$ cat config.mk
export PLATFORM = sky130hd
export DESIGN_NAME = tlp_stream_top
export DESIGN_NICKNAME = d
export VERILOG_FILES = /design/src/source/tlp_stream_pkg.sv /design/src/source/rx_tlp_realign.sv /design/src/source/tx_tlp_stage.sv /design/src/source/tlp_stream_top.sv
export VERILOG_INCLUDE_DIRS = /design/src /design/src/source
export SDC_FILE = /design/constraint.sdc
export NUM_CORES = 1
export LEC_CHECK = 0
export BUFFER_PORTS_ARGS = -buffer_cell sky130_fd_sc_hd__buf_2
export CORE_AREA = 2 2 227 229
export DETAILED_ROUTE_END_ITERATION = 10
export DIE_AREA = 0 0 229 231
export GPL_ROUTABILITY_DRIVEN = 1
export PLACE_DENSITY_LB_ADDON = 0.3
export SETUP_SLACK_MARGIN = 0.05
export SYNTH_ARGS = -nofsm -noshare
export SYNTH_HDL_FRONTEND = slang
export SYNTH_SLANG_ARGS = --single-unit
$ cat constraint.sdc
create_clock -name clk_pcie -period 11.27 [get_ports clk_pcie]
set_clock_uncertainty 0.05 [all_clocks]
set_input_delay 1.127 -clock clk_pcie [delete_from_list [all_inputs] [get_ports clk_pcie]]
set_output_delay 1.127 -clock clk_pcie [all_outputs]
set_load 0.05 [all_outputs]
$ cat src/source/tlp_stream_params.svh
// stream widths and core receive sideband field positions
`ifndef TLP_STREAM_PARAMS_SVH
`define TLP_STREAM_PARAMS_SVH

// ----------------------------------------
// stream geometry
// ----------------------------------------
`define TLP_DATA_W          128
`define TLP_DW_PER_BEAT     4
`define TLP_BAR_HIT_W       7

// ----------------------------------------
// core receive user field
// ----------------------------------------
`define RX_USER_W           22
`define RX_USER_SOF_BIT     14
`define RX_USER_SOF_QW_BIT  13
`define RX_USER_EOF_BIT     21
// 2-bit index of the last dword, low bit here
`define RX_USER_EOF_DW_LSB  19
`define RX_USER_BAR_LSB     2

`endif

$ cat src/source/tlp_stream_pkg.sv
// tlp stream data, keep, bar hit and receive sideband types
`default_nettype none

`include "tlp_stream_params.svh"

package tlp_stream_pkg;

    // one full beat and one half beat
    typedef logic [`TLP_DATA_W-1:0]     tlp_data_t;
    typedef logic [`TLP_DATA_W/2-1:0]   tlp_qw_t;

    // keep masks, one bit per dword or per byte
    typedef logic [`TLP_DW_PER_BEAT-1:0]    keep_dw_t;
    typedef logic [`TLP_DW_PER_BEAT*4-1:0]  keep_byte_t;

    typedef logic [`TLP_BAR_HIT_W-1:0]  bar_hit_t;

    // raw sideband as delivered by the core
    typedef logic [`RX_USER_W-1:0]      rx_user_t;

    // last dword index within a beat
    typedef logic [1:0]                 eof_dw_t;

endpackage

`default_nettype wire

$ cat src/source/rx_tlp_realign.sv
// receive realigner moving every tlp to dword 0 of an output beat
`timescale 1ns/1ns
`default_nettype none

`include "tlp_stream_params.svh"

module rx_tlp_realign (
    input  wire                             clk_pcie,
    input  wire                             rst,
    input  wire tlp_stream_pkg::tlp_data_t  core_rx_data,
    input  wire tlp_stream_pkg::rx_user_t   core_rx_user,
    input  wire                             core_rx_valid,
    output logic                            core_rx_ready,
    output tlp_stream_pkg::tlp_data_t       tlp_rx_data,
    output tlp_stream_pkg::keep_dw_t        tlp_rx_keep_dw,
    output logic                            tlp_rx_first,
    output logic                            tlp_rx_last,
    output tlp_stream_pkg::bar_hit_t        tlp_rx_bar_hit,
    output logic                            tlp_rx_valid
);
    import tlp_stream_pkg::*;

    // decoded input beat
    tlp_qw_t    rx_qw0;
    tlp_qw_t    rx_qw1;
    logic       rx_valid;
    logic       rx_sof;
    logic       rx_sof_qw;
    logic       rx_eof;
    eof_dw_t    rx_eof_dw;
    bar_hit_t   rx_bar_hit;

    // carry register holding the upper quadword of the previous beat
    logic       ready_q;
    logic       carry_valid;
    tlp_qw_t    carry_qw;
    logic       carry_sof;
    logic       carry_eof;
    logic       carry_eof_hi;
    bar_hit_t   carry_bar_hit;
    logic       carry_load;
    logic       split_end;

    // ----------------------------------------
    // sideband decode
    // ----------------------------------------
    assign rx_qw0     = core_rx_data[`TLP_DATA_W/2-1:0];
    assign rx_qw1     = core_rx_data[`TLP_DATA_W-1:`TLP_DATA_W/2];
    // beat re-offered after a withheld ready was already taken
    assign rx_valid   = core_rx_valid && ready_q;
    assign rx_sof     = core_rx_user[`RX_USER_SOF_BIT];
    assign rx_sof_qw  = core_rx_user[`RX_USER_SOF_QW_BIT];
    assign rx_eof     = core_rx_user[`RX_USER_EOF_BIT];
    assign rx_eof_dw  = core_rx_user[`RX_USER_EOF_DW_LSB +: 2];
    assign rx_bar_hit = core_rx_user[`RX_USER_BAR_LSB +: `TLP_BAR_HIT_W];

    // carried tlp ending in dword 2 or 3 needs a second output beat
    assign split_end     = carry_valid && rx_valid && rx_eof && rx_eof_dw[1];
    assign core_rx_ready = !split_end;

    // ----------------------------------------
    // output beat
    // ----------------------------------------
    assign tlp_rx_data    = carry_valid ? {rx_qw0, carry_qw} : core_rx_data;
    assign tlp_rx_bar_hit = carry_valid ? carry_bar_hit : rx_bar_hit;
    assign tlp_rx_first   = carry_valid ? carry_sof : (rx_sof && !rx_sof_qw);
    assign tlp_rx_last    = carry_valid ?
                            (carry_eof || (rx_valid && rx_eof && !rx_eof_dw[1])) : rx_eof;

    // a tlp starting in the upper quadword alone produces nothing yet
    assign tlp_rx_valid = carry_valid || (rx_valid && (rx_eof || !(rx_sof && rx_sof_qw)));

    always_comb begin
        if (carry_valid) begin
            tlp_rx_keep_dw[0] = 1'b1;
            tlp_rx_keep_dw[1] = !carry_eof || carry_eof_hi;
            tlp_rx_keep_dw[2] = !carry_eof && rx_valid;
            tlp_rx_keep_dw[3] = !carry_eof && rx_valid && (!rx_eof || rx_eof_dw != 2'd0);
        end else begin
            tlp_rx_keep_dw[0] = rx_valid;
            tlp_rx_keep_dw[1] = !rx_eof || rx_eof_dw != 2'd0;
            tlp_rx_keep_dw[2] = !rx_eof || rx_eof_dw[1];
            tlp_rx_keep_dw[3] = !rx_eof || rx_eof_dw == 2'd3;
        end
    end

    // ----------------------------------------
    // carry control
    // ----------------------------------------
    always_comb begin
        if (carry_valid) begin
            // mid-tlp beat or new upper start or end spilling past dword 1
            carry_load = rx_valid && ((!rx_sof && !rx_eof) || (rx_sof && rx_sof_qw) ||
                                      (rx_eof && rx_eof_dw[1]));
        end else begin
            carry_load = rx_valid && rx_sof && rx_sof_qw;
        end
    end

    always_ff @(posedge clk_pcie) begin
        if (rst) begin
            ready_q     <= 1'b1;
            carry_valid <= 1'b0;
        end else begin
            ready_q     <= core_rx_ready;
            carry_valid <= carry_load;
        end
    end

    always_ff @(posedge clk_pcie) begin
        if (rx_valid) begin
            carry_qw      <= rx_qw1;
            carry_sof     <= rx_sof && rx_sof_qw;
            carry_eof     <= rx_eof && rx_eof_dw[1];
            carry_eof_hi  <= rx_eof_dw == 2'd3;
            carry_bar_hit <= rx_bar_hit;
        end
    end

    // ----------------------------------------
    // assertions
    // ----------------------------------------
    keep_dw0_set: assert property (@(posedge clk_pcie) disable iff (rst)
        tlp_rx_valid |-> tlp_rx_keep_dw[0]);

    // withheld ready lasts one cycle only
    ready_single_gap: assert property (@(posedge clk_pcie) disable iff (rst)
        (core_rx_valid && !core_rx_ready) |=> (core_rx_ready || !core_rx_valid));

endmodule

`default_nettype wire

$ cat src/source/tx_tlp_stage.sv
// transmit hold stage and dword to byte keep expansion
`timescale 1ns/1ns
`default_nettype none

`include "tlp_stream_params.svh"

module tx_tlp_stage (
    input  wire                             clk_pcie,
    input  wire                             rst,
    input  wire tlp_stream_pkg::tlp_data_t  tx_in_data,
    input  wire tlp_stream_pkg::keep_dw_t   tx_in_keep_dw,
    input  wire                             tx_in_last,
    input  wire                             tx_in_valid,
    output logic                            tx_in_ready,
    output tlp_stream_pkg::tlp_data_t       core_tx_data,
    output tlp_stream_pkg::keep_byte_t      core_tx_keep,
    output logic                            core_tx_last,
    output logic                            core_tx_valid,
    input  wire                             core_tx_ready
);
    import tlp_stream_pkg::*;

    logic       hold_valid;
    logic       hold_load;
    tlp_data_t  hold_data;
    keep_dw_t   hold_keep_dw;
    logic       hold_last;
    keep_dw_t   out_keep_dw;

    // beat taken while the core stalls
    assign hold_load   = tx_in_valid && !hold_valid && !core_tx_ready;
    assign tx_in_ready = !hold_valid;

    always_ff @(posedge clk_pcie) begin
        if (rst) begin
            hold_valid <= 1'b0;
        end else if (hold_valid) begin
            hold_valid <= !core_tx_ready;
        end else begin
            hold_valid <= hold_load;
        end
    end

    always_ff @(posedge clk_pcie) begin
        if (hold_load) begin
            hold_data    <= tx_in_data;
            hold_keep_dw <= tx_in_keep_dw;
            hold_last    <= tx_in_last;
        end
    end

    // ----------------------------------------
    // output mux with held beat first
    // ----------------------------------------
    assign core_tx_valid = hold_valid || tx_in_valid;
    assign core_tx_data  = hold_valid ? hold_data : tx_in_data;
    assign core_tx_last  = hold_valid ? hold_last : tx_in_last;
    assign out_keep_dw   = hold_valid ? hold_keep_dw : tx_in_keep_dw;

    // each dword bit covers four byte lanes
    for (genvar i = 0; i < `TLP_DW_PER_BEAT; i++) begin : g_keep_byte
        assign core_tx_keep[4*i +: 4] = {4{out_keep_dw[i]}};
    end

    hold_stable: assert property (@(posedge clk_pcie) disable iff (rst)
        (hold_valid && !core_tx_ready) |=> (core_tx_valid && $stable(core_tx_data)));

endmodule

`default_nettype wire

$ cat src/source/tlp_stream_top.sv
// top level with the receive realigner and the transmit stage
`timescale 1ns/1ns
`default_nettype none

module tlp_stream_top (
    input  wire                             clk_pcie,
    input  wire                             rst,

    // receive from the core
    input  wire tlp_stream_pkg::tlp_data_t  core_rx_data,
    input  wire tlp_stream_pkg::rx_user_t   core_rx_user,
    input  wire                             core_rx_valid,
    output logic                            core_rx_ready,

    // realigned receive stream
    output tlp_stream_pkg::tlp_data_t       tlp_rx_data,
    output tlp_stream_pkg::keep_dw_t        tlp_rx_keep_dw,
    output logic                            tlp_rx_first,
    output logic                            tlp_rx_last,
    output tlp_stream_pkg::bar_hit_t        tlp_rx_bar_hit,
    output logic                            tlp_rx_valid,

    // transmit from the tlp logic
    input  wire tlp_stream_pkg::tlp_data_t  tx_in_data,
    input  wire tlp_stream_pkg::keep_dw_t   tx_in_keep_dw,
    input  wire                             tx_in_last,
    input  wire                             tx_in_valid,
    output logic                            tx_in_ready,

    // transmit to the core
    output tlp_stream_pkg::tlp_data_t       core_tx_data,
    output tlp_stream_pkg::keep_byte_t      core_tx_keep,
    output logic                            core_tx_last,
    output logic                            core_tx_valid,
    input  wire                             core_tx_ready
);

    // ----------------------------------------
    // receive path
    // ----------------------------------------
    rx_tlp_realign i_rx_tlp_realign (
        .clk_pcie       (clk_pcie),
        .rst            (rst),
        .core_rx_data   (core_rx_data),
        .core_rx_user   (core_rx_user),
        .core_rx_valid  (core_rx_valid),
        .core_rx_ready  (core_rx_ready),
        .tlp_rx_data    (tlp_rx_data),
        .tlp_rx_keep_dw (tlp_rx_keep_dw),
        .tlp_rx_first   (tlp_rx_first),
        .tlp_rx_last    (tlp_rx_last),
        .tlp_rx_bar_hit (tlp_rx_bar_hit),
        .tlp_rx_valid   (tlp_rx_valid)
    );

    // ----------------------------------------
    // transmit path
    // ----------------------------------------
    tx_tlp_stage i_tx_tlp_stage (
        .clk_pcie       (clk_pcie),
        .rst            (rst),
        .tx_in_data     (tx_in_data),
        .tx_in_keep_dw  (tx_in_keep_dw),
        .tx_in_last     (tx_in_last),
        .tx_in_valid    (tx_in_valid),
        .tx_in_ready    (tx_in_ready),
        .core_tx_data   (core_tx_data),
        .core_tx_keep   (core_tx_keep),
        .core_tx_last   (core_tx_last),
        .core_tx_valid  (core_tx_valid),
        .core_tx_ready  (core_tx_ready)
    );

endmodule

`default_nettype wire

==> results.tsv, run 1 <==
metric	value	unit
Via density	3.89	
DRC	0	
CP endpoint kind	output pin	
initial antenna violation count	5	
Core Area	50700	um^2
Period minus WS final	4.28	ns
Seq/Total Area, Yosys	63.7	%
Post-synth EDFFs	207	
Netlist Area Pre-Place	9860	um^2
H-tree Lvls	1	
CTS tree	yes	
Starting Density	19.5	%
switching power	705	uW
worst endpoint required time	10.09	ns
Async S/R FF share, synth	0	%
clock share of power	36.2	%
Pins Over Slew Limit	0	
Finish-stage setup viols	0	
Data arrival, critical path	3.10	ns
largest area contributor in the netlist	edfxtp_1	
Setup crit start kind	flip-flop	
Mapped Nets	840	
Leak	5.71	nW
root buffer cell	clkbuf_16	
post-synth cell types	26	
drt wl/cell	16.9	um
DIE AREA	52900	um^2
Vias	7022	
CTS Buf Count	26	
clock-pin slew on the worst setup and hold paths	0.06	ns
synthesized flop and latch total	210	
warning count from the yosys run	0	
GRT overflow	0	
CP peak stage delay	0.92	ns
crit share post-route	38.0	%
Worst path slowest cell	dfxtp_4	
hold path cells	2	
post-route ant nets	0	
Reg power frac	41.1	%
Mean Syn Cell Area	17.9	um^2
violation count after the first detailed-route iteration	335	
Post-CTS Hold Buffers	0	
Switching Fraction	31.7	%
final hold viol count	0	
pwr dens	158	nW/um^2
Port Buffers	567	
worst slew pin tran	1.02	ns
post-synth top area share	63.0	%
reg2reg end	i_tx_tlp_stage.hold_data[20]	
die width	229	um
cell with the most instances after synthesis	mux2_2	
status	completed	
layout cells sized above 1	78.2	%
Int Pwr	1.52	mW
Final nets	1397	
RSZ-0062 raised after global routing	no	
Ports	578	
main flop type after synthesis	edfxtp_1	
Area Overhead vs Synth	42.7	%
Post-CTS Resized	0	
Rows	83	
vias in the first global route	7097	
Final WS setup	6.99	ns
setup TNS	0	ns
Hold Crit Start	i_rx_tlp_realign.ready_q	
first-pass GRT wire length	44.4	mm
worst reg2reg setup slack	8.37	ns
Synth Instances	552	
Worst VDD drop	0.116	mV
WHS Endpoint	i_rx_tlp_realign.carry_valid	
CP Class	reg -> out	
worst reg2reg startpoint	i_tx_tlp_stage.hold_valid	
R2R cell count	3	
TritonCTS Sinks	210	
postcts setup bufs	0	
routed wire length	30.5	mm
synth cell count leaders	264 x mux2_2, 207 x edfxtp_1, 18 x buf_6	
CP max FO	69	
CP cell instances	buf_4, mux2_2, buf_2	
Post-Place Worst Slack	7.48	ns
insertion delay to the later sink of the worst-skew pair	0.54	ns
Max Freq	0.234	GHz
Slew headroom	32.3	%
Max-cap violations	0	
Area contributors post-synth	edfxtp_1 63%, mux2_2 30%, buf_6 2.1%	
logic gate share of total power	22.7	%
routability congestion estimate from global placement	0.807	
Die H	231	um
DRT Pass-1 Iters	4	
clock buffer depth	3	
HP Class	reg -> reg	
GRT Total Usage	10.9	%
largest net degree at the start of global routing	77	
DP HPWL	23.4	mm
==> layout make-up <==
cell class | instances | area, um^2
Antenna cell | 1 | 2.50
Clock buffer | 29 | 683
Clock inverter | 16 | 130
Fill cell | 5281 | 36600
Inverter | 3 | 12.5
Multi-Input combinational cell | 295 | 3220
Sequential cell | 210 | 6280
Tap cell | 680 | 851
Timing Repair Buffer | 573 | 2880
==> worst max-delay path: cells and delay by family (launching register included) <==
family | cells | cell delay (ns)
buffers and inverters | 2 | 1.01
DFF | 1 | 0.92
muxes | 1 | 0.45
==> how the worst max path moves through the flow <==
stage | start | end | slack (ns)
3_3_place_gp | i_tx_tlp_stage.hold_valid | core_tx_data[120] | 7.49
3_5_place_dp | i_tx_tlp_stage.hold_valid | core_tx_keep[3] | 7.48
6_report | i_tx_tlp_stage.hold_valid | core_tx_keep[3] | 6.99
4_1_cts | i_tx_tlp_stage.hold_valid | core_tx_keep[3] | 6.88
5_1_grt | i_tx_tlp_stage.hold_valid | core_tx_keep[1] | 6.80
2_1_floorplan | core_tx_ready | i_tx_tlp_stage.hold_data[0] | 4.43
==> power by group through the flow <==
| stage | sequential [mW] | clock (mW) | combinational (mW) |
|---|---|---|---|
| after global placement | 0.930 | 0 | 0.511 |
| after global routing | 0.919 | 0.869 | 0.530 |
| after floorplan | 0.927 | 0 | 0.372 |
| final | 0.915 | 0.806 | 0.505 |
| after detailed placement | 0.932 | 0 | 0.511 |
| after CTS | 0.916 | 0.841 | 0.512 |
==> layout by cell type (no fill, tap or decap), types with 3 or more instances in the layout <==
| cell type | synthesis | layout |
|---|---|---|
| clkbuf_16 | 0 | 27 |
| clkinv_2 | 0 | 8 |
| mux2_1 | 4 | 4 |
| and2_1 | 3 | 3 |
| buf_2 | 14 | 567 |
| mux2_2 | 264 | 264 |
| clkinv_1 | 0 | 5 |
| edfxtp_1 | 207 | 207 |
| buf_4 | 12 | 6 |
==> through the flow <==
stage / utilization (%) / cell area [um^2] / cells / hold WS (ns) / total power [mW]
finish: 27.8 / 14100 / 1807 / 0.626 / 2.23
global placement: 26.1 / 13300 / 1761 / 0.637 / 1.44
CTS: 27.8 / 14100 / 1806 / 0.647 / 2.27
global route: 27.8 / 14100 / 1807 / 0.660 / 2.32
detailed placement: 26.1 / 13300 / 1761 / 0.634 / 1.44
floorplan: - / 9860 / 552 / 0.565 / 1.30
==> per-layer routing <==
| layer | part of all wire [%] | GRT usage (%) | wire length, um |
|---|---|---|---|
| met1 | 36 | 11.4 | 10900 |
| met4 | 2.7 | 3.86 | 813 |
| met3 | 9.6 | 3.77 | 2930 |
| met2 | 52 | 20.2 | 15900 |
| met5 | 0.14 | 0 | 43 |
==> logic make-up (layout without fill, tap and decap cells) <==
family,count (synthesis),after routing,share of synthesized area (%)
other,0,1,0
and+or+nand+nor,18,18,1.14
AOI/OAI and AO/OA,8,8,0.698
muxes,268,268,30.6
DFF,210,210,63.7
buffers and inverters,47,621,3.79
adders and majority gates,1,1,0.102
==> flip-flops by register name (all words and copies together) (netlist names) <==
register	flops
i_rx_tlp_realign.carry_eof	1
i_tx_tlp_stage.hold_valid	1
i_tx_tlp_stage.hold_last	1
i_rx_tlp_realign.carry_eof_hi	1
i_tx_tlp_stage.hold_keep_dw	4
i_tx_tlp_stage.hold_data	128
i_rx_tlp_realign.ready_q	1
i_rx_tlp_realign.carry_bar_hit	7
i_rx_tlp_realign.carry_sof	1
i_rx_tlp_realign.carry_qw	64
i_rx_tlp_realign.carry_valid	1
Note: power is estimated with default switching activity, not from simulation.
==> run 2, diff against run 1 <==
clock period = 3.6 ns   (was 11.27 ns; I/O delays follow)
==> run 2 against run 1 <==
Net effect: power rose to 3.2 times the previous value; global-route usage rose by 0.54 points; count of clock-buffer cells in the layout rose by 8.
==> results.tsv, run 2 (synthesis results as in run 1) <==
metric	value	unit	change
Core Area	50700	um^2	unchanged
Slew headroom	49.1	%	+17 points
postcts setup bufs	0		unchanged
Pins Over Slew Limit	0		unchanged
CP max FO	56		-19%
setup TNS	0	ns	unchanged
status	completed		
CP endpoint kind	output pin		
switching power	2.22	mW	+210%
Max-cap violations	0		unchanged
Int Pwr	4.85	mW	+220%
first-pass GRT wire length	47.5	mm	+7.0%
CP cell instances	buf_4, mux2_2, buf_2		
drt wl/cell	16.1	um	-4.4%
Max Freq	0.349	GHz	
Die H	231	um	unchanged
Rows	83		unchanged
vias in the first global route	8148		+15%
final hold viol count	0		unchanged
fill cell count	5144		-2.6%
multi-input logic area	3220	um^2	unchanged
Port Buffers	567		unchanged
clock share of power	34.3	%	-1.9 points
Final nets	1603		+15%
final core occ	31.9	%	+4.1 points
pwr dens	438	nW/um^2	+180%
H-tree Lvls	1		unchanged
die width	229	um	unchanged
CP peak stage delay	0.83	ns	-0.09 ns
DP HPWL	23.4	mm	-0.24%
Area Overhead vs Synth	63.8	%	
DRC	0		unchanged
violation count after the first detailed-route iteration	316		-5.7%
logic gate share of total power	25.2	%	+2.5 points
Total Power	7.07	mW	+220%
Starting Density	19.5	%	unchanged
GRT Total Usage	11.5	%	+0.54 points
layout cells sized above 1	65.5	%	-13 points
top flop regs	i_tx_tlp_stage.hold_data x128, i_rx_tlp_realign.carry_qw x64, i_rx_tlp_realign.carry_bar_hit x7		
TritonCTS Sinks	210		unchanged
register with the most flip-flops	i_tx_tlp_stage.hold_data		
Vias	7824		+11%
DIE AREA	52900	um^2	unchanged
GRT overflow	0		unchanged
Worst path slowest cell	dfxtp_4		
post-route ant nets	0		unchanged
Finish-stage setup viols	0		unchanged
CP Class	reg -> out		
routability congestion estimate from global placement	0.825		+2.2%
insertion delay to the later sink of the worst-skew pair	0.53	ns	about the same
worst endpoint required time	3.19	ns	-6.90 ns
Switching Fraction	31.4	%	-0.28 points
root buffer cell	clkbuf_16		
CTS Buf Count	26		unchanged
Leak	6.56	nW	+15%
CTS tree	yes		
initial antenna violation count	3		-2
Reg power frac	40.5	%	-0.6 points
routed wire length	32.5	mm	+6.5%
FF+latch area	6280	um^2	unchanged
most frequent cells in the layout	567 x buf_2, 264 x mux2_2, 207 x edfxtp_1, 205 x dlygate4sd3_1, 27 x clkbuf_16		
largest net degree at the start of global routing	133		+73%
crit share post-route	79.6	%	
Period minus WS final	2.87	ns	
most common cell after layout, fill and taps aside	buf_2		
HP Class	in -> reg		
Data arrival, critical path	2.46	ns	-0.64 ns
Ports	578		unchanged
clock-pin slew on the worst setup and hold paths	0.06	ns	about the same
Setup crit start kind	flip-flop		
RSZ-0062 raised after global routing	no		
worst slew pin tran	0.763	ns	-0.253 ns
Worst VDD drop	0.269	mV	+130%
max reg flops	128		unchanged
clock buffer depth	3		unchanged
DRT Pass-1 Iters	4		unchanged
Via density	3.88		about the same
-- run 2: per-stage QoR --
step           hold slack, ns  setup WS, ns  area (um^2)  cells
4_1_cts                0.0581         0.676        16100   2013
3_3_place_gp            0.499          1.28        13300   1762
5_1_grt                0.0605         0.576        16100   2014
3_5_place_dp            0.501          1.26        13300   1762
6_report               0.0864         0.733        16100   2014
2_1_floorplan           0.385        -0.936         9880    552
-- run 2: layer usage --
layer | global-route usage (%) | wire [um]
met1 | 12.6 | 12400
met2 | 21.1 | 16600
met3 | 3.13 | 2590
met4 | 4.06 | 921
met5 | 0 | 0
-- run 2: cell type report --
cell class | count | area share, %
antenna | 1 | 0.0155
clock buffer | 37 | 4.42
clock inverter | 9 | 0.380
inverter | 3 | 0.0697
multi-input combinational | 295 | 19.9
sequential | 210 | 38.9
tap | 680 | 5.27
timing repair buffer | 779 | 31.0
-- run 2: worst paths after layout --
check / startpoint / to / slack, ns / cells past startpoint
max: i_tx_tlp_stage.hold_valid / core_tx_keep[7] / 0.73 / 3
min: rst / i_tx_tlp_stage.hold_valid / 0.09 / 2
max reg2reg: i_tx_tlp_stage.hold_valid / i_tx_tlp_stage.hold_data[22] / 1.62 / 2
min reg2reg: i_rx_tlp_realign.ready_q / i_rx_tlp_realign.carry_valid / 0.58 / 2
-- run 2: power groups by stage --
stage	clock network, mW	registers [mW]	logic (mW)
after floorplan	0	2.90	1.17
after global placement	0	2.91	1.61
after detailed placement	0	2.91	1.61
after CTS	2.51	2.86	1.79
after global routing	2.62	2.87	1.86
final	2.43	2.86	1.78
-- run 2: worst max-delay path, delay by kind of cell, from the launching register on --
| kind | cells | cell delay (ns) |
|---|---|---|
| flip-flops | 1 | 0.83 |
| buffers and inverters | 2 | 0.63 |
| multiplexers | 1 | 0.41 |
-- run 2: what timing repair did --
action / 4_1_cts / 5_1_grt
gates resized for setup: 0 / 0
hold buffers: 205 / 0
endpoints found under the setup margin: 0 / 0
endpoints found under the hold margin: 205 / 0
